### src/verilog/core_pkg.sv
/*
 * Shared definitions for the bridge-side logic of the emulator core.
 * Holds the bus widths, the address windows, the register map and the
 * data-table entries, plus the union for a 32-bit bridge word.
 */
package core_pkg;

  ////////////////////////////////////////
  // bus widths

  localparam int BRIDGE_W = 32;
  localparam int HALF_W   = 16;
  localparam int PIXEL_W  = 24;

  ////////////////////////////////////////
  // bridge address map

  // top address nibble that selects the rom loader
  localparam logic [3:0] ROM_WINDOW = 4'h1;

  // bit 0 is multitap
  localparam logic [BRIDGE_W-1:0] REG_SETTINGS = 32'h0000_0100;
  // read only, captured rom file size
  localparam logic [BRIDGE_W-1:0] REG_ROM_SIZE = 32'h0000_0104;

  ////////////////////////////////////////
  // host data table

  localparam int DT_ADDR_W = 10;
  localparam logic [DT_ADDR_W-1:0] DT_ROM_SIZE_ADDR  = 10'd1;
  localparam logic [DT_ADDR_W-1:0] DT_SAVE_SIZE_ADDR = 10'd3;

  // save size is this value shifted by the size code, code 0 means none
  localparam logic [BRIDGE_W-1:0] SAVE_SIZE_BASE = 32'd1024;

  // bridge word, seen whole or as two big-endian halfwords
  typedef union packed {
    logic [BRIDGE_W-1:0] word;
    struct packed {
      logic [HALF_W-1:0] hi;
      logic [HALF_W-1:0] lo;
    } half;
  } bridge_word_u;

endpackage

### src/verilog/bridge_regs.sv
/*
 * Bridge register block. Holds the multitap setting and returns
 * registered read data for the settings and rom size registers.
 */
module bridge_regs (
  input  logic                          clk_74a,
  input  logic                          pll_core_locked,
  input  logic [core_pkg::BRIDGE_W-1:0] bridge_addr,
  input  logic                          bridge_rd,
  input  logic                          bridge_wr,
  input  logic [core_pkg::BRIDGE_W-1:0] bridge_wr_data,
  input  logic [core_pkg::BRIDGE_W-1:0] rom_file_size,
  output logic [core_pkg::BRIDGE_W-1:0] bridge_rd_data,
  output logic                          multitap_enabled
);

  // read value selected by address, before the output register
  logic [core_pkg::BRIDGE_W-1:0] rd_mux;

  ////////////////////////////////////////
  // settings register

  always_ff @(posedge clk_74a or negedge pll_core_locked) begin
    if (!pll_core_locked) begin
      multitap_enabled <= 1'b0;
    end else if (bridge_wr && (bridge_addr == core_pkg::REG_SETTINGS)) begin
      // only bit 0 is defined
      multitap_enabled <= bridge_wr_data[0];
    end
  end

  ////////////////////////////////////////
  // read back

  always_comb begin
    rd_mux = '0;
    case (bridge_addr)
      core_pkg::REG_SETTINGS: begin
        rd_mux = {{(core_pkg::BRIDGE_W - 1){1'b0}}, multitap_enabled};
      end
      core_pkg::REG_ROM_SIZE: begin
        rd_mux = rom_file_size;
      end
      default: begin
        // unmapped addresses read as zero
        rd_mux = '0;
      end
    endcase
  end

  // data valid the cycle after bridge_rd
  always_ff @(posedge clk_74a) begin
    if (bridge_rd) begin
      bridge_rd_data <= rd_mux;
    end
  end

  // host issues one access at a time, a read and a write
  // in the same cycle would return stale settings
  a_rd_wr_excl : assert property (
    @(posedge clk_74a) disable iff (!pll_core_locked)
    !(bridge_rd && bridge_wr)
  );

endmodule

### src/verilog/rom_loader.sv
/*
 * ROM loader. Turns bridge writes in the rom window into a stream of
 * 16-bit memory writes, hi half first, paced by credits from the memory side.
 */
module rom_loader #(
  parameter int ROM_ADDR_W   = 25,
  parameter int LOAD_CREDITS = 4
) (
  input  logic                          clk_74a,
  input  logic                          pll_core_locked,
  input  logic [core_pkg::BRIDGE_W-1:0] bridge_addr,
  input  logic                          bridge_wr,
  input  logic [core_pkg::BRIDGE_W-1:0] bridge_wr_data,
  input  logic                          mem_credit,
  output logic                          mem_wr,
  output logic [ROM_ADDR_W-1:0]         mem_addr,
  output logic [core_pkg::HALF_W-1:0]   mem_data
);

  // queue depth equals the credit count, a power of two of at least 2
  localparam int PTR_W = $clog2(LOAD_CREDITS);
  localparam int CNT_W = $clog2(LOAD_CREDITS + 1);

  core_pkg::bridge_word_u wr_word;
  logic                          accept;
  logic [ROM_ADDR_W-1:0]         wr_offset;
  logic [ROM_ADDR_W-1:0]         q_addr [LOAD_CREDITS];
  logic [core_pkg::HALF_W-1:0]   q_data [LOAD_CREDITS];
  logic [PTR_W-1:0]              wr_ptr;
  logic [PTR_W-1:0]              wr_ptr_lo;
  logic [PTR_W-1:0]              rd_ptr;
  logic [CNT_W-1:0]              q_count;
  logic [CNT_W-1:0]              credits;
  logic                          pop;

  ////////////////////////////////////////
  // window decode and word split

  assign wr_word.word = bridge_wr_data;
  assign accept = bridge_wr &&
                  (bridge_addr[core_pkg::BRIDGE_W-1 -: 4] == core_pkg::ROM_WINDOW);
  // byte offset inside the rom
  assign wr_offset = bridge_addr[ROM_ADDR_W-1:0];
  // lo half lands in the slot after hi
  assign wr_ptr_lo = wr_ptr + PTR_W'(1);

  // big-endian bridge, hi half at the lower address
  always_ff @(posedge clk_74a) begin
    if (accept) begin
      q_addr[wr_ptr]    <= wr_offset;
      q_data[wr_ptr]    <= wr_word.half.hi;
      q_addr[wr_ptr_lo] <= wr_offset + ROM_ADDR_W'(2);
      q_data[wr_ptr_lo] <= wr_word.half.lo;
    end
  end

  ////////////////////////////////////////
  // issue and credit tracking

  // head goes out whenever a credit is left
  assign pop      = (q_count != '0) && (credits != '0);
  assign mem_wr   = pop;
  assign mem_addr = q_addr[rd_ptr];
  assign mem_data = q_data[rd_ptr];

  always_ff @(posedge clk_74a or negedge pll_core_locked) begin
    if (!pll_core_locked) begin
      wr_ptr  <= '0;
      rd_ptr  <= '0;
      q_count <= '0;
      credits <= CNT_W'(LOAD_CREDITS);
    end else begin
      if (accept) begin
        wr_ptr <= wr_ptr + PTR_W'(2);
      end
      if (pop) begin
        rd_ptr <= rd_ptr + PTR_W'(1);
      end
      // two entries in per word, one out per strobe
      q_count <= q_count + (accept ? CNT_W'(2) : CNT_W'(0)) - CNT_W'(pop);
      // one credit spent per strobe, one back per pulse
      credits <= credits - CNT_W'(pop) + CNT_W'(mem_credit);
    end
  end

  // bridge cannot stall, so every word must find two free slots
  a_no_overflow : assert property (
    @(posedge clk_74a) disable iff (!pll_core_locked)
    accept |-> ((q_count - CNT_W'(pop)) <= CNT_W'(LOAD_CREDITS - 2))
  );

  // memory side returns no more credits than strobes it saw
  a_credit_max : assert property (
    @(posedge clk_74a) disable iff (!pll_core_locked)
    credits <= CNT_W'(LOAD_CREDITS)
  );

endmodule

### src/verilog/datatable_seq.sv
/*
 * Data-table sequencer. Runs a fixed 8-cycle frame that reads the rom
 * size entry and writes the save size decoded from the 4-bit code.
 */
module datatable_seq (
  input  logic                           clk_74a,
  input  logic                           pll_core_locked,
  input  logic [core_pkg::BRIDGE_W-1:0]  dt_q,
  input  logic [3:0]                     save_size_code,
  output logic [core_pkg::DT_ADDR_W-1:0] dt_addr,
  output logic                           dt_wren,
  output logic [core_pkg::BRIDGE_W-1:0]  dt_data,
  output logic [core_pkg::BRIDGE_W-1:0]  rom_file_size
);

  logic [2:0]                    phase;
  logic [core_pkg::BRIDGE_W-1:0] save_size;

  // code 0 means no save memory
  assign save_size = (save_size_code == 4'd0) ? '0 :
                     (core_pkg::SAVE_SIZE_BASE << save_size_code);

  always_ff @(posedge clk_74a or negedge pll_core_locked) begin
    if (!pll_core_locked) begin
      phase         <= '0;
      dt_addr       <= '0;
      dt_wren       <= 1'b0;
      rom_file_size <= '0;
    end else begin
      phase <= phase + 3'd1;
      if (phase > 3'd4) begin
        // phases 5 to 7 write the save size
        dt_wren <= 1'b1;
        dt_addr <= core_pkg::DT_SAVE_SIZE_ADDR;
      end else begin
        dt_wren <= 1'b0;
        dt_addr <= core_pkg::DT_ROM_SIZE_ADDR;
        // entry has been on the bus long enough by now
        if (phase == 3'd4) begin
          rom_file_size <= dt_q;
        end
      end
    end
  end

  always_ff @(posedge clk_74a) begin
    dt_data <= save_size;
  end

  // each write burst is three cycles long, all to the save entry
  a_wr_burst : assert property (
    @(posedge clk_74a) disable iff (!pll_core_locked)
    $rose(dt_wren) |->
      (dt_wren && (dt_addr == core_pkg::DT_SAVE_SIZE_ADDR))[*3] ##1 !dt_wren
  );

endmodule

### src/verilog/video_cond.sv
/*
 * Video conditioning. Derives display enable from the blanking inputs,
 * blanks pixels outside the active area and turns syncs into edge pulses.
 */
module video_cond (
  input  logic                         clk_74a,
  input  logic                         pll_core_locked,
  input  logic                         raw_hblank,
  input  logic                         raw_vblank,
  input  logic                         raw_hs,
  input  logic                         raw_vs,
  input  logic [core_pkg::PIXEL_W-1:0] raw_rgb,
  output logic                         video_de,
  output logic                         video_hs,
  output logic                         video_vs,
  output logic [core_pkg::PIXEL_W-1:0] video_rgb
);

  logic active;
  logic hs_prev;
  logic vs_prev;

  assign active = !(raw_hblank || raw_vblank);

  always_ff @(posedge clk_74a or negedge pll_core_locked) begin
    if (!pll_core_locked) begin
      video_de <= 1'b0;
      video_hs <= 1'b0;
      video_vs <= 1'b0;
      hs_prev  <= 1'b0;
      vs_prev  <= 1'b0;
    end else begin
      video_de <= active;
      // single-cycle pulse on each rising sync
      video_hs <= raw_hs && !hs_prev;
      video_vs <= raw_vs && !vs_prev;
      hs_prev  <= raw_hs;
      vs_prev  <= raw_vs;
    end
  end

  // black outside the active area
  always_ff @(posedge clk_74a) begin
    video_rgb <= active ? raw_rgb : '0;
  end

endmodule

### src/verilog/core_top.sv
/*
 * Top level of the bridge-side core logic. Connects the register
 * block, rom loader, data-table sequencer and video conditioning.
 */
module core_top #(
  parameter int ROM_ADDR_W   = 25,
  parameter int LOAD_CREDITS = 4
) (
  input  logic                           clk_74a,
  input  logic                           pll_core_locked,
  // bridge bus
  input  logic [core_pkg::BRIDGE_W-1:0]  bridge_addr,
  input  logic                           bridge_rd,
  input  logic                           bridge_wr,
  input  logic [core_pkg::BRIDGE_W-1:0]  bridge_wr_data,
  output logic [core_pkg::BRIDGE_W-1:0]  bridge_rd_data,
  output logic                           multitap_enabled,
  // rom write stream
  input  logic                           mem_credit,
  output logic                           mem_wr,
  output logic [ROM_ADDR_W-1:0]          mem_addr,
  output logic [core_pkg::HALF_W-1:0]    mem_data,
  // host data table
  input  logic [core_pkg::BRIDGE_W-1:0]  dt_q,
  input  logic [3:0]                     save_size_code,
  output logic [core_pkg::DT_ADDR_W-1:0] dt_addr,
  output logic                           dt_wren,
  output logic [core_pkg::BRIDGE_W-1:0]  dt_data,
  // video
  input  logic                           raw_hblank,
  input  logic                           raw_vblank,
  input  logic                           raw_hs,
  input  logic                           raw_vs,
  input  logic [core_pkg::PIXEL_W-1:0]   raw_rgb,
  output logic                           video_de,
  output logic                           video_hs,
  output logic                           video_vs,
  output logic [core_pkg::PIXEL_W-1:0]   video_rgb
);

  // size read from the data table, returned on the bridge
  logic [core_pkg::BRIDGE_W-1:0] rom_file_size;

  ////////////////////////////////////////
  // bridge side

  bridge_regs u_regs (
    .clk_74a          (clk_74a),
    .pll_core_locked  (pll_core_locked),
    .bridge_addr      (bridge_addr),
    .bridge_rd        (bridge_rd),
    .bridge_wr        (bridge_wr),
    .bridge_wr_data   (bridge_wr_data),
    .rom_file_size    (rom_file_size),
    .bridge_rd_data   (bridge_rd_data),
    .multitap_enabled (multitap_enabled)
  );

  rom_loader #(
    .ROM_ADDR_W   (ROM_ADDR_W),
    .LOAD_CREDITS (LOAD_CREDITS)
  ) u_loader (
    .clk_74a         (clk_74a),
    .pll_core_locked (pll_core_locked),
    .bridge_addr     (bridge_addr),
    .bridge_wr       (bridge_wr),
    .bridge_wr_data  (bridge_wr_data),
    .mem_credit      (mem_credit),
    .mem_wr          (mem_wr),
    .mem_addr        (mem_addr),
    .mem_data        (mem_data)
  );

  datatable_seq u_dtseq (
    .clk_74a         (clk_74a),
    .pll_core_locked (pll_core_locked),
    .dt_q            (dt_q),
    .save_size_code  (save_size_code),
    .dt_addr         (dt_addr),
    .dt_wren         (dt_wren),
    .dt_data         (dt_data),
    .rom_file_size   (rom_file_size)
  );

  ////////////////////////////////////////
  // video

  video_cond u_video (
    .clk_74a         (clk_74a),
    .pll_core_locked (pll_core_locked),
    .raw_hblank      (raw_hblank),
    .raw_vblank      (raw_vblank),
    .raw_hs          (raw_hs),
    .raw_vs          (raw_vs),
    .raw_rgb         (raw_rgb),
    .video_de        (video_de),
    .video_hs        (video_hs),
    .video_vs        (video_vs),
    .video_rgb       (video_rgb)
  );

endmodule

### config.mk
export PLATFORM = sky130hd
export DESIGN_NAME = core_top
export DESIGN_NICKNAME = d
export VERILOG_FILES = /design/src/verilog/core_pkg.sv /design/src/verilog/bridge_regs.sv /design/src/verilog/rom_loader.sv /design/src/verilog/datatable_seq.sv /design/src/verilog/video_cond.sv /design/src/verilog/core_top.sv
export SDC_FILE = /design/constraint.sdc
export NUM_CORES = 1
export LEC_CHECK = 0
export CORE_MARGIN = 2
export CORE_UTILIZATION = 55
export DETAILED_ROUTE_END_ITERATION = 8
export DONT_BUFFER_PORTS = 1
export PLACE_DENSITY = 0.71
export SYNTH_ARGS = -nofsm -noshare
export SYNTH_HDL_FRONTEND = slang
export SYNTH_HIERARCHICAL = 1
export SYNTH_SLANG_ARGS = --single-unit
### constraint.sdc
create_clock -name clk_74a -period 5 [get_ports clk_74a]
set_input_delay 1 -clock clk_74a [delete_from_list [all_inputs] [get_ports clk_74a]]
set_output_delay 1 -clock clk_74a [all_outputs]
set_load 0.01 [all_outputs]
==> out/qor.yml, run 1 <==
synth_xor_xnor_area_share_pct: 2.35
core_um2: 20100
fp-row-count: 52
grt_pass1_vias: 5337
cts_root_buffer: "clkbuf_16"
finalHoldViolCount: 0
synth_edf_count: 194
synthMuxAreaShare_pct: 12.6
synth_fa_ha_area_share_pct: 1.07
worst-path-buf-inv: 1
synth_compound_area_share_pct: 0
wire_per_inst_um: 22.2
die-area_um2: 21500
p_int_mw: 4.14
num_vias: 5046
track_usage_pct: 18.4
routed_wl_um: 20000
p_per_area_nw_per_um2: 455
diodes: 0
status: "completed"
synth.top_cell.area_share_pct: 52.1
routabilityCongestion: 0.811
syn_area_per_cell_um2: 18.6
fillers: 1413
ctsLongestPathBuffers: 3
setup_tns_ps: 0
syn_area_um2: 11200
cts_resized: 0
finalMaxSlewViolations: 0
synth_top_family_by_area: "multiplexers"
seq_area_frac_synth_pct: 70.9
clock_latency_ps: 530
startpoint_type: "flip-flop"
die_x_um: 147
die_h_um: 147
postSynthCellCount: 602
synth-simple-area-share_pct: 9.12
cts.clk_slew.worst_paths_ps: 60
grt_overflow: 0
initial_core_util_pct: 55.6
layout-drive-gt1-share_pct: 23.5
fin_ws_ps: 1480
ctsHtreeMaxLevel: 1
ant_nets: 0
critical-path-max-stage-delay_ps: 840
worstSetupPathType: "reg -> out"
antenna_found_initial: 0
switching_share_pct: 24.9
pre_cts_slack_ps: 1700
fin_crit_sh_pct: 70.5
combPwrFrac_pct: 14.4
switchingPower_mw: 1.37
nets: 753
crit_slowest_cell: "dfrtp_2"
ir_drop_uv: 264
worst_pin_slew_ps: 1130
synthArstFlopShare_pct: 18.2
dp_hpwl_um: 13700
yosysTopAreaCell: "edfxtp_1"
relSlewSlack_pct: 24.9
synth_ff_type: "edfxtp_1"
finalNonFillerCells: 903
ios: 278
p_leak_nw: 4.38
max-cap-violations: 0
synth-seq-cells: 286
yosysMostFrequentCell: "edfxtp_1"
path_max_fanout: 22
crit_path_end_kind: "primary output"
via_per_inst: 5.59
setup_violations: 0
max_freq_ghz: 0.284
cts_tree: "built"
cts_buffers: 28
crit_required_ps: 4000
grt_max_degree: 82
port_buffers: 0
crit_arrival_ps: 2520
cts_sinks: 286
cts_hold_buf: 0
drt_first_pass_iters: 4
hp-class: "in -> async"
synth_warnings: 6
dp_cells: 851
period_needed_ps: 3520
skew_ps: 15.0
rsz0062_at_grt: "false"
grt_pass1_wl_um: 30600
postCtsSetupBuffers: 0
synthDistinctLibCells: 43
ys_top_cells_by_count: "194 x edfxtp_1, 51 x dfrtp_1, 40 x dfxtp_1, 40 x mux4_2, 33 x and2_1"
drt-initial-drc-count: 255
cp_cell_sequence: "buf_4 -> mux4_2"
p_clk_share_pct: 34.5
crit_family: "flip-flops"
seqPwrFrac_pct: 51.1
ys_top_cells_by_area: "edfxtp_1 52%, dfrtp_1 11%, mux4_2 8.1%"
syn2layout_area_growth_pct: 8.31
drc: 0
fin_hold_ws_ps: 158
==> flip-flops by register name, summed over array words and instances (netlist names), 3 cells and up <==
register,cells
u_loader/q_addr,98
u_loader/q_count,3
u_dtseq/rom_file_size,32
u_loader/q_data,64
u_video/video_rgb,24
u_loader/credits,3
u_dtseq/phase,3
u_regs/bridge_rd_data,32
u_dtseq/dt_data,16
==> cells in the final DEF (no fill, tap or decap), types with 10 or more instances in the layout <==
cell,n
and2_1,33
clkbuf_16,28
conb_1,26
dfrtp_1,49
dfxtp_1,40
edfxtp_1,194
inv_1,16
mux2_4,30
mux4_2,40
nand2_1,12
nor2_1,15
nor3_1,12
nor3b_2,19
xnor2_1,20
xor2_1,10
==> layout make-up <==
class | instances | area (µm²) | area share (%)
repair buffers | 2 | 27.5 | 0.227
multi-input cells | 277 | 2920 | 24.1
well taps | 270 | 338 | 2.79
flip-flops and latches | 286 | 7930 | 65.5
clock inverters | 17 | 114 | 0.940
clock buffers | 35 | 727 | 6.00
inverters | 16 | 60.1 | 0.496
==> routing by layer <==
metal | global-route usage (%) | vias to the layer above | part of all wire (%)
met5 | 0 | - | 0
met4 | 5.49 | 0 | 2.3
met3 | 6.59 | 37 | 9.5
met1 | 22.5 | 2556 | 37
li1 | - | 2222 | -
met2 | 31.2 | 231 | 51
==> power by group through the flow <==
stage               clock [mW]  sequential [mW]  combinational (mW)
floorplan                    0             2.73               0.805
global placement             0             2.87               0.765
detailed placement           0             2.87               0.801
CTS                       1.95             2.82               0.805
global route              2.05             2.84               0.844
finish                    1.90             2.82               0.791
==> worst reg2reg max path: cells and delay by family, from the launching register on <==
family	cells	cell delay, ps
buffers and inverters	2	100
AND/OR/NAND/NOR	2	540
adder cells (fa/ha/maj)	3	860
flip-flops	1	540
XOR/XNOR	2	330
==> path summary, 6_finish.rpt <==
| path | start | end | slack, ps | cells after the start |
|---|---|---|---|---|
| max in group asynchronous | pll_core_locked | u_loader/credits[2] | 4640 | 0 |
| min in group clk_74a | u_video/hs_prev | u_video/video_hs | 400 | 1 |
| min reg2reg | u_video/hs_prev | u_video/video_hs | 400 | 1 |
| min | pll_core_locked | u_dtseq/rom_file_size[9] | 160 | 0 |
| max reg2reg | u_loader/credits[2] | u_loader/credits[2] | 2560 | 9 |
| max | u_loader/rd_ptr[0] | mem_data[0] | 1480 | 2 |
==> logic make-up after synthesis <==
logic type,after synthesis
flops,286
simple gates,137
xor+xnor,30
mux,75
fa+ha+maj,9
other cells,2
buf+inv,63
==> through the flow <==
step / area (µm²) / util, % / total power, mW
6_report: 12100 / 60.3 / 5.51
5_1_grt: 12100 / 60.3 / 5.73
4_1_cts: 12100 / 60.3 / 5.58
3_5_place_dp: 11300 / 56.1 / 3.67
3_3_place_gp: 11300 / 56.1 / 3.63
2_1_floorplan: 11300 / - / 3.53
No activity file was read; power rests on OpenSTA's default activity.
==> inputs of run 2 (changes only) <==
--- a/config.mk
+++ b/config.mk
@@ -5,6 +5,7 @@
 export SDC_FILE = /design/constraint.sdc
 export NUM_CORES = 1
 export LEC_CHECK = 0
+export ABC_AREA = 1
 export CORE_MARGIN = 2
 export CORE_UTILIZATION = 55
 export DETAILED_ROUTE_END_ITERATION = 8
==> constraint.sdc (replaced) <==
create_clock -name clk_74a -period 3.3 [get_ports clk_74a]
set_input_delay 0.66 -clock clk_74a [delete_from_list [all_inputs] [get_ports clk_74a]]
set_output_delay 0.66 -clock clk_74a [all_outputs]
set_load 0.01 [all_outputs]
==> run 2 against run 1 <==
Cell count increased by 48%. Clock power increased by 65%. Synthesized area increased by 5.3%. Total power increased by 64%. Global-route usage increased by 1.7 points. Critical endpoint unchanged. Critical path depth increased by 1. Worst hold slack got worse by 4.3 ps. Count of clock-buffer cells in the layout increased by 7. Critical path type unchanged. Non-clock buffer count increased by 13.
==> out/qor.yml, run 2 <==
status: "completed"
crit_required_ps: 2640  # -1360 ps
layout_commonest_cell: "edfxtp_1"
fin_ws_ps: 485  # -990 ps
relSlewSlack_pct: 30.8  # +5.9 points
ctsHtreeMaxLevel: 1  # unchanged
fp-row-count: 53  # +1.9%
seq_area_frac_synth_pct: 67.3  # -3.6 points
routabilityCongestion: 0.785  # -3.3%
die_x_um: 150  # +2.5%
worstSetupPathType: "reg -> out"
synth_edf_count: 194  # unchanged
die_h_um: 150  # +2.5%
antenna_found_initial: 0  # unchanged
initial_core_util_pct: 56.0  # +0.39 points
place_area_um2: 11900  # +5.3%
grt_pass1_vias: 6641  # +24%
pre_cts_slack_ps: 913  # -787 ps
grt_pass1_wl_um: 35300  # +15%
period_needed_ps: 2820
cts.clk_slew.worst_paths_ps: 60  # about the same
track_usage_pct: 20.2  # +1.7 points
regMostFlops: "u_loader/q_addr"
wire_per_inst_um: 17.7  # -20%
startpoint_type: "flip-flop"
rsz0062_at_grt: "false"
fillers: 1679  # +19%
nets: 1176  # +56%
finalMaxSlewViolations: 0  # unchanged
synthDistinctLibCells: 34  # -21%
ctsLongestPathBuffers: 3  # unchanged
crit_path_end_kind: "primary output"
layout_common_cells: "194 x edfxtp_1, 149 x nor2_1, 129 x nand2_1"
syn_area_per_cell_um2: 11.4  # -38%
cts_tree: "built"
synth_ff_type: "edfxtp_1"
reg_top3: "u_loader/q_addr x98, u_loader/q_data x64"
diodes: 0  # unchanged
p_leak_nw: 5.13  # +17%
yosysMostFrequentCell: "edfxtp_1"
drc: 0  # unchanged
ios: 278  # unchanged
cts_hold_buf: 2  # +2
p_per_area_nw_per_um2: 703  # +55%
setup_violations: 0  # unchanged
ys_top_cells_by_count: "194 x edfxtp_1, 151 x nor2_1, 129 x nand2_1"
largest_register_ffs: 98  # unchanged
worst_pin_slew_ps: 1030  # -91.8 ps
port_buffers: 0  # unchanged
hp-class: "in -> reg"
die-area_um2: 22600  # +5.2%
max-cap-violations: 0  # unchanged
max_freq_ghz: 0.355
postCtsSetupBuffers: 0  # unchanged
via_per_inst: 5.22  # -6.6%
postSynthCellCount: 1030  # +71%
syn_area_um2: 11800  # +5.3%
drt_first_pass_iters: 5  # +1
cts_buffers: 29  # +3.6%
ant_nets: 0  # unchanged
drt-initial-drc-count: 427  # +67%
fin_crit_sh_pct: 85.3
path_max_fanout: 81  # +270%
cts_root_buffer: "clkbuf_16"
grt_max_degree: 82  # unchanged
ir_drop_uv: 529  # +100%
layout-drive-gt1-share_pct: 13.9  # -9.6 points
skew_ps: 10.1  # -4.93 ps
crit_arrival_ps: 2160  # -360 ps
cts_resized: 0  # unchanged
syn2layout_area_growth_pct: 9.03
dp_hpwl_um: 15900  # +16%
clock_latency_ps: 530  # about the same
synth.top_cell.area_share_pct: 49.5  # -2.6 points
synth-seq-cells: 286  # unchanged
routed_wl_um: 23600  # +17%
synth_warnings: 6  # unchanged
finalHoldViolCount: 0  # unchanged
synthArstFlopShare_pct: 18.2  # unchanged
grt_overflow: 0  # unchanged
ys_top_cells_by_area: "edfxtp_1 49%, dfrtp_1 11%, dfxtp_1 6.8%"
yosysTopAreaCell: "edfxtp_1"
cts_sinks: 286  # unchanged
core_um2: 21000  # +4.6%
final_design_area_no_fill_um2: 12800  # +6.0%
num_vias: 6951  # +38%
==> run 2: path summary, 6_finish.rpt <==
kind	start	slack, ps	endpoint	depth (start not counted)
hold / removal	raw_vs	150	u_video/vs_prev	0
setup reg to reg	u_loader/credits[2]	1290	u_loader/credits[1]	10
min in group asynchronous	pll_core_locked	630	u_dtseq/rom_file_size[13]	2
max in group asynchronous	pll_core_locked	2390	u_loader/credits[2]	2
hold reg to reg	u_video/vs_prev	400	u_video/video_vs	1
setup / recovery	u_loader/rd_ptr[0]	480	mem_data[0]	3
==> run 2: stage by stage <==
stage	setup TNS, ps	hold slack, ps	util (%)	std cells	total power [mW]
6_report	0	154	61.1	1332	9.03
3_3_place_gp	0	366	56.5	1276	5.93
4_1_cts	0	133	61.1	1332	9.12
2_1_floorplan	-35740	364	-	1054	5.57
5_1_grt	0	127	61.1	1332	9.45
3_5_place_dp	0	366	56.5	1276	5.98
==> run 2: cells by family (layout without fill, tap and decap cells) <==
family / Yosys count / after routing / share of synthesized area [%]
other: 2 / 26 / 0.0638
buffers and inverters: 173 / 176 / 7.57
adder cells (fa/ha/maj): 9 / 9 / 1.02
AND/OR/NAND/NOR: 419 / 419 / 17.0
flip-flops: 286 / 286 / 67.3
AO/OA/AOI/OAI: 120 / 120 / 5.52
XOR/XNOR: 21 / 21 / 1.56
==> run 2: critical path, stage by stage (launching register included) <==
cell and delay, ps:
dfrtp_2 360, buf_4 640, o21ai_0 240, o22ai_1 350
==> run 2: layout make-up <==
type	instances	area, µm²	share of cell area, %
tap	275	344	2.68
timing repair buffer	15	173	1.34
sequential	286	7930	61.7
clock buffer	42	847	6.60
multi-input combinational	595	3060	23.9
inverter	107	402	3.13
clock inverter	12	83.8	0.653
==> run 2: power breakdown <==
part | switching (mW) | leakage [nW] | total (mW) | internal, mW
Sequential | 0.0893 | 2.74 | 4.09 | 4.00
Combinational | 1.30 | 1.93 | 1.81 | 0.518
Clock | 1.27 | 0.461 | 3.13 | 1.85
Total | 2.66 | 5.13 | 9.03 | 6.37
==> run 2: per-layer routing <==
metal  global-route usage [%]  vias to the layer above  share of wire [%]  wire length, µm
li1                         -                     3367                  -                -
met2                     34.1                      278                 49            11400
met3                     6.88                       51                9.6             2260
met5                        0                        -                  0                0
met1                     24.4                     3255                 39             9170
met4                     6.51                        0                2.9              679
==> inputs of run 3 (changes only) <==
--- a/config.mk
+++ b/config.mk
@@ -13,5 +13,4 @@
 export PLACE_DENSITY = 0.71
 export SYNTH_ARGS = -nofsm -noshare
 export SYNTH_HDL_FRONTEND = slang
-export SYNTH_HIERARCHICAL = 1
 export SYNTH_SLANG_ARGS = --single-unit
==> run 3 against run 2 <==
Synthesized cell count fell by 4.7%. Maximum frequency rose by 0.11%. Highest routed layer unchanged. Critical path depth did not move. Via count fell by 3.7%. Clock power fell by 4%. Die area fell by 4.0%. Combinational power rose by 4%. Clock skew rose by 0.89 ps. Sequential share of layout area rose by 1.9 points. Largest power group unchanged. Total power fell by 0.81%.
==> out/qor.yml, run 3 <==
status: "completed"
cts.clk_slew.worst_paths_ps: 60  # about the same
die_h_um: 147  # -2.0%
seqPwrFrac_pct: 45.5  # +0.2 points
dp_hpwl_um: 14800  # -7.0%
drt_first_pass_iters: 5  # unchanged
max-cap-violations: 0  # unchanged
fin_crit_sh_pct: 85.2  # -0.093 points
yosysTopAreaCell: "edfxtp_1"
p_per_area_nw_per_um2: 718  # +2.2%
cts_root_buffer: "clkbuf_16"
reg_top3: "u_loader.q_addr x98, u_loader.q_data x64"
finalNonFillerCells: 1283  # -3.7%
grt_max_degree: 82  # unchanged
p_clk_share_pct: 33.4  # -1.2 points
crit-reg2reg-launch: "u_loader.credits[2]"
min_from: "raw_hs"
cts_sinks: 286  # unchanged
hp-class: "in -> reg"
fin_total_pwr_mw: 8.95  # -0.81%
worst_pin_slew_ps: 957  # -76.5 ps
ys_top_cells_by_count: "200 x nor2_1, 194 x edfxtp_1, 103 x inv_1"
die_x_um: 147  # -2.0%
syn_area_um2: 11300  # -4.1%
fin_hold_ws_ps: 161  # +6.80 ps
wire_per_inst_um: 17.7  # +0.13%
cp_cell_sequence: "buf_4 -> o21ai_0 -> o22ai_1"
layout-drive-gt1-share_pct: 10.2  # -3.7 points
postCtsSetupBuffers: 0  # unchanged
rsz0062_at_grt: "false"
fin_ws_ps: 488  # +3.06 ps
seq_area_frac_synth_pct: 70.2  # +2.9 points
synth_ff_type: "edfxtp_1"
p_int_mw: 6.30  # -1.1%
ir_drop_uv: 466  # -12%
cts_resized: 0  # unchanged
ctsLongestPathBuffers: 3  # unchanged
crit_arrival_ps: 2150  # about the same
combPwrFrac_pct: 21.1  # +1.0 points
layout_commonest_cell: "nor2_1"
final_util_pct: 61.8  # +0.71 points
path_max_fanout: 81  # unchanged
critical-path-max-stage-delay_ps: 580  # -60 ps
antenna_found_initial: 0  # unchanged
switching_share_pct: 29.7  # +0.21 points
diodes: 0  # unchanged
initial_core_util_pct: 56.0  # about the same
worstSetupPathType: "reg -> out"
crit_path_end_kind: "primary output"
grt_overflow: 0  # unchanged
synthArstFlopShare_pct: 18.2  # unchanged
via_per_inst: 5.22  # about the same
port_buffers: 0  # unchanged
clock_latency_ps: 530  # about the same
ys_top_cells_by_area: "edfxtp_1 52%, dfrtp_1 11%, dfxtp_1 7.1%"
yosysMostFrequentCell: "nor2_1"
skew_ps: 11.0  # +0.889 ps
setup_violations: 0  # unchanged
synthDistinctLibCells: 33  # -2.9%
syn_area_per_cell_um2: 11.5  # +0.59%
track_usage_pct: 21.0  # +0.85 points
period_needed_ps: 2810  # -3.06 ps
largest_register_ffs: 98  # unchanged
core_um2: 20200  # -4.1%
synth.top_cell.area_share_pct: 51.6  # +2.1 points
num_vias: 6695  # -3.7%
cts_buffers: 28  # -3.4%
synth_edf_count: 194  # unchanged
drt-initial-drc-count: 470  # +10%
cts_tree: "built"
ant_nets: 0  # unchanged
postSynthCellCount: 982  # -4.7%
relSlewSlack_pct: 35.9  # +5.1 points
finalHoldViolCount: 0  # unchanged
ios: 278  # unchanged
grt_pass1_wl_um: 35900  # +1.8%
crit_slowest_cell: "buf_4"
ctsHtreeMaxLevel: 1  # unchanged
pre_cts_slack_ps: 1010  # +97.2 ps
synth-seq-cells: 286  # unchanged
crit_required_ps: 2640  # about the same
fp-row-count: 52  # -1.9%
p_leak_nw: 4.89  # -4.7%
grt_pass1_vias: 6806  # +2.5%
die-area_um2: 21700  # -4.0%
synth_warnings: 0  # -6
drc: 0  # unchanged
startpoint_type: "flip-flop"
nets: 1133  # -3.7%
routabilityCongestion: 0.802  # +2.2%
switchingPower_mw: 2.65  # -0.10%
regMostFlops: "u_loader.q_addr"
syn2layout_area_growth_pct: 10.3
startpoint: "u_loader.rd_ptr[0]"
layout_common_cells: "198 x nor2_1, 194 x edfxtp_1, 103 x inv_1"
finalMaxSlewViolations: 0  # unchanged
dp_cells: 1229  # -3.7%
routed_wl_um: 22700  # -3.6%
max_freq_ghz: 0.356  # +0.11%
run 3: cell count changes in the layout (fill, tap and decap cells not counted), moves of 5 or more:
cell,previous run,this run
nor2_2,44,29
clkinv_1,4,10
xor2_1,12,18
a21oi_1,0,32
nand2_1,129,67
xnor2_1,9,4
nand2_2,16,5
nor3_1,0,11
nor2_1,149,198
nand3_1,47,15
nor2_4,17,5
run 3: power by group through the flow:
| stage | Clock (mW) | Combinational [mW] | Sequential [mW] |
|---|---|---|---|
| 2_1_floorplan | 0 | 1.39 | 4.13 |
| 3_3_place_gp | 0 | 1.86 | 4.14 |
| 3_5_place_dp | 0 | 1.91 | 4.15 |
| 4_1_cts | 3.05 | 1.94 | 4.07 |
| 5_1_grt | 3.20 | 2.14 | 4.09 |
| 6_report | 2.99 | 1.89 | 4.07 |
run 3: what timing repair did:
item	in CTS	in global routing
hold buffers	2	0
setup endpoints to repair	0	0
hold endpoints to repair	52	0
run 3: path summary, 6_finish.rpt:
kind / to / slack [ps] / depth (start not counted)
setup / recovery: mem_addr[3] / 490 / 3
hold / removal: u_video.hs_prev / 160 / 0
setup reg to reg: u_loader.credits[1] / 1270 / 10
hold reg to reg: u_video.video_hs / 400 / 1
max in group asynchronous: u_loader.credits[2] / 2360 / 2
min in group asynchronous: u_dtseq.rom_file_size[17] / 660 / 2
run 3: stage by stage:
stage | cell area, µm² | TNS (ps)
finish | 12500 | 0
global route | 12500 | 0
CTS | 12500 | 0
detailed placement | 11600 | 0
global placement | 11600 | 0
floorplan | 11400 | -38940
run 3: logic make-up (layout without fill, tap and decap cells):
kind of cell | Yosys count | after routing | synth area share (%)
AO/OA/AOI/OAI | 154 | 154 | 7.27
XOR/XNOR | 22 | 22 | 1.71
adder cells (fa/ha/maj) | 9 | 9 | 1.06
buffers and inverters | 168 | 175 | 6.62
flip-flops | 286 | 286 | 70.2
multiplexers | 1 | 1 | 0.0997
other | 2 | 26 | 0.0665
AND/OR/NAND/NOR | 340 | 340 | 13.0
run 3: area by class of cell:
cell class,count,area (µm²)
tap,270,338
inverter,107,402
timing repair buffer,16,193
sequential,286,7930
multi-input combinational,552,2730
clock buffer,37,786
fill,1585,7700
clock inverter,15,90.1
run 3: worst max-delay path: cells and delay by family (launching register included):
| kind | cells | cell delay, ps |
|---|---|---|
| AOI/OAI and AO/OA | 2 | 610 |
| buffers and inverters | 1 | 580 |
| DFF | 1 | 360 |
run 3: metal layers:
layer | part of all wire, % | global-route usage (%) | up-vias
li1 | - | - | 3250
met5 | 0 | 0 | -
met4 | 2.5 | 6.73 | 0
met3 | 9.2 | 6.86 | 43
met1 | 40 | 26.2 | 3135
met2 | 49 | 35.1 | 267
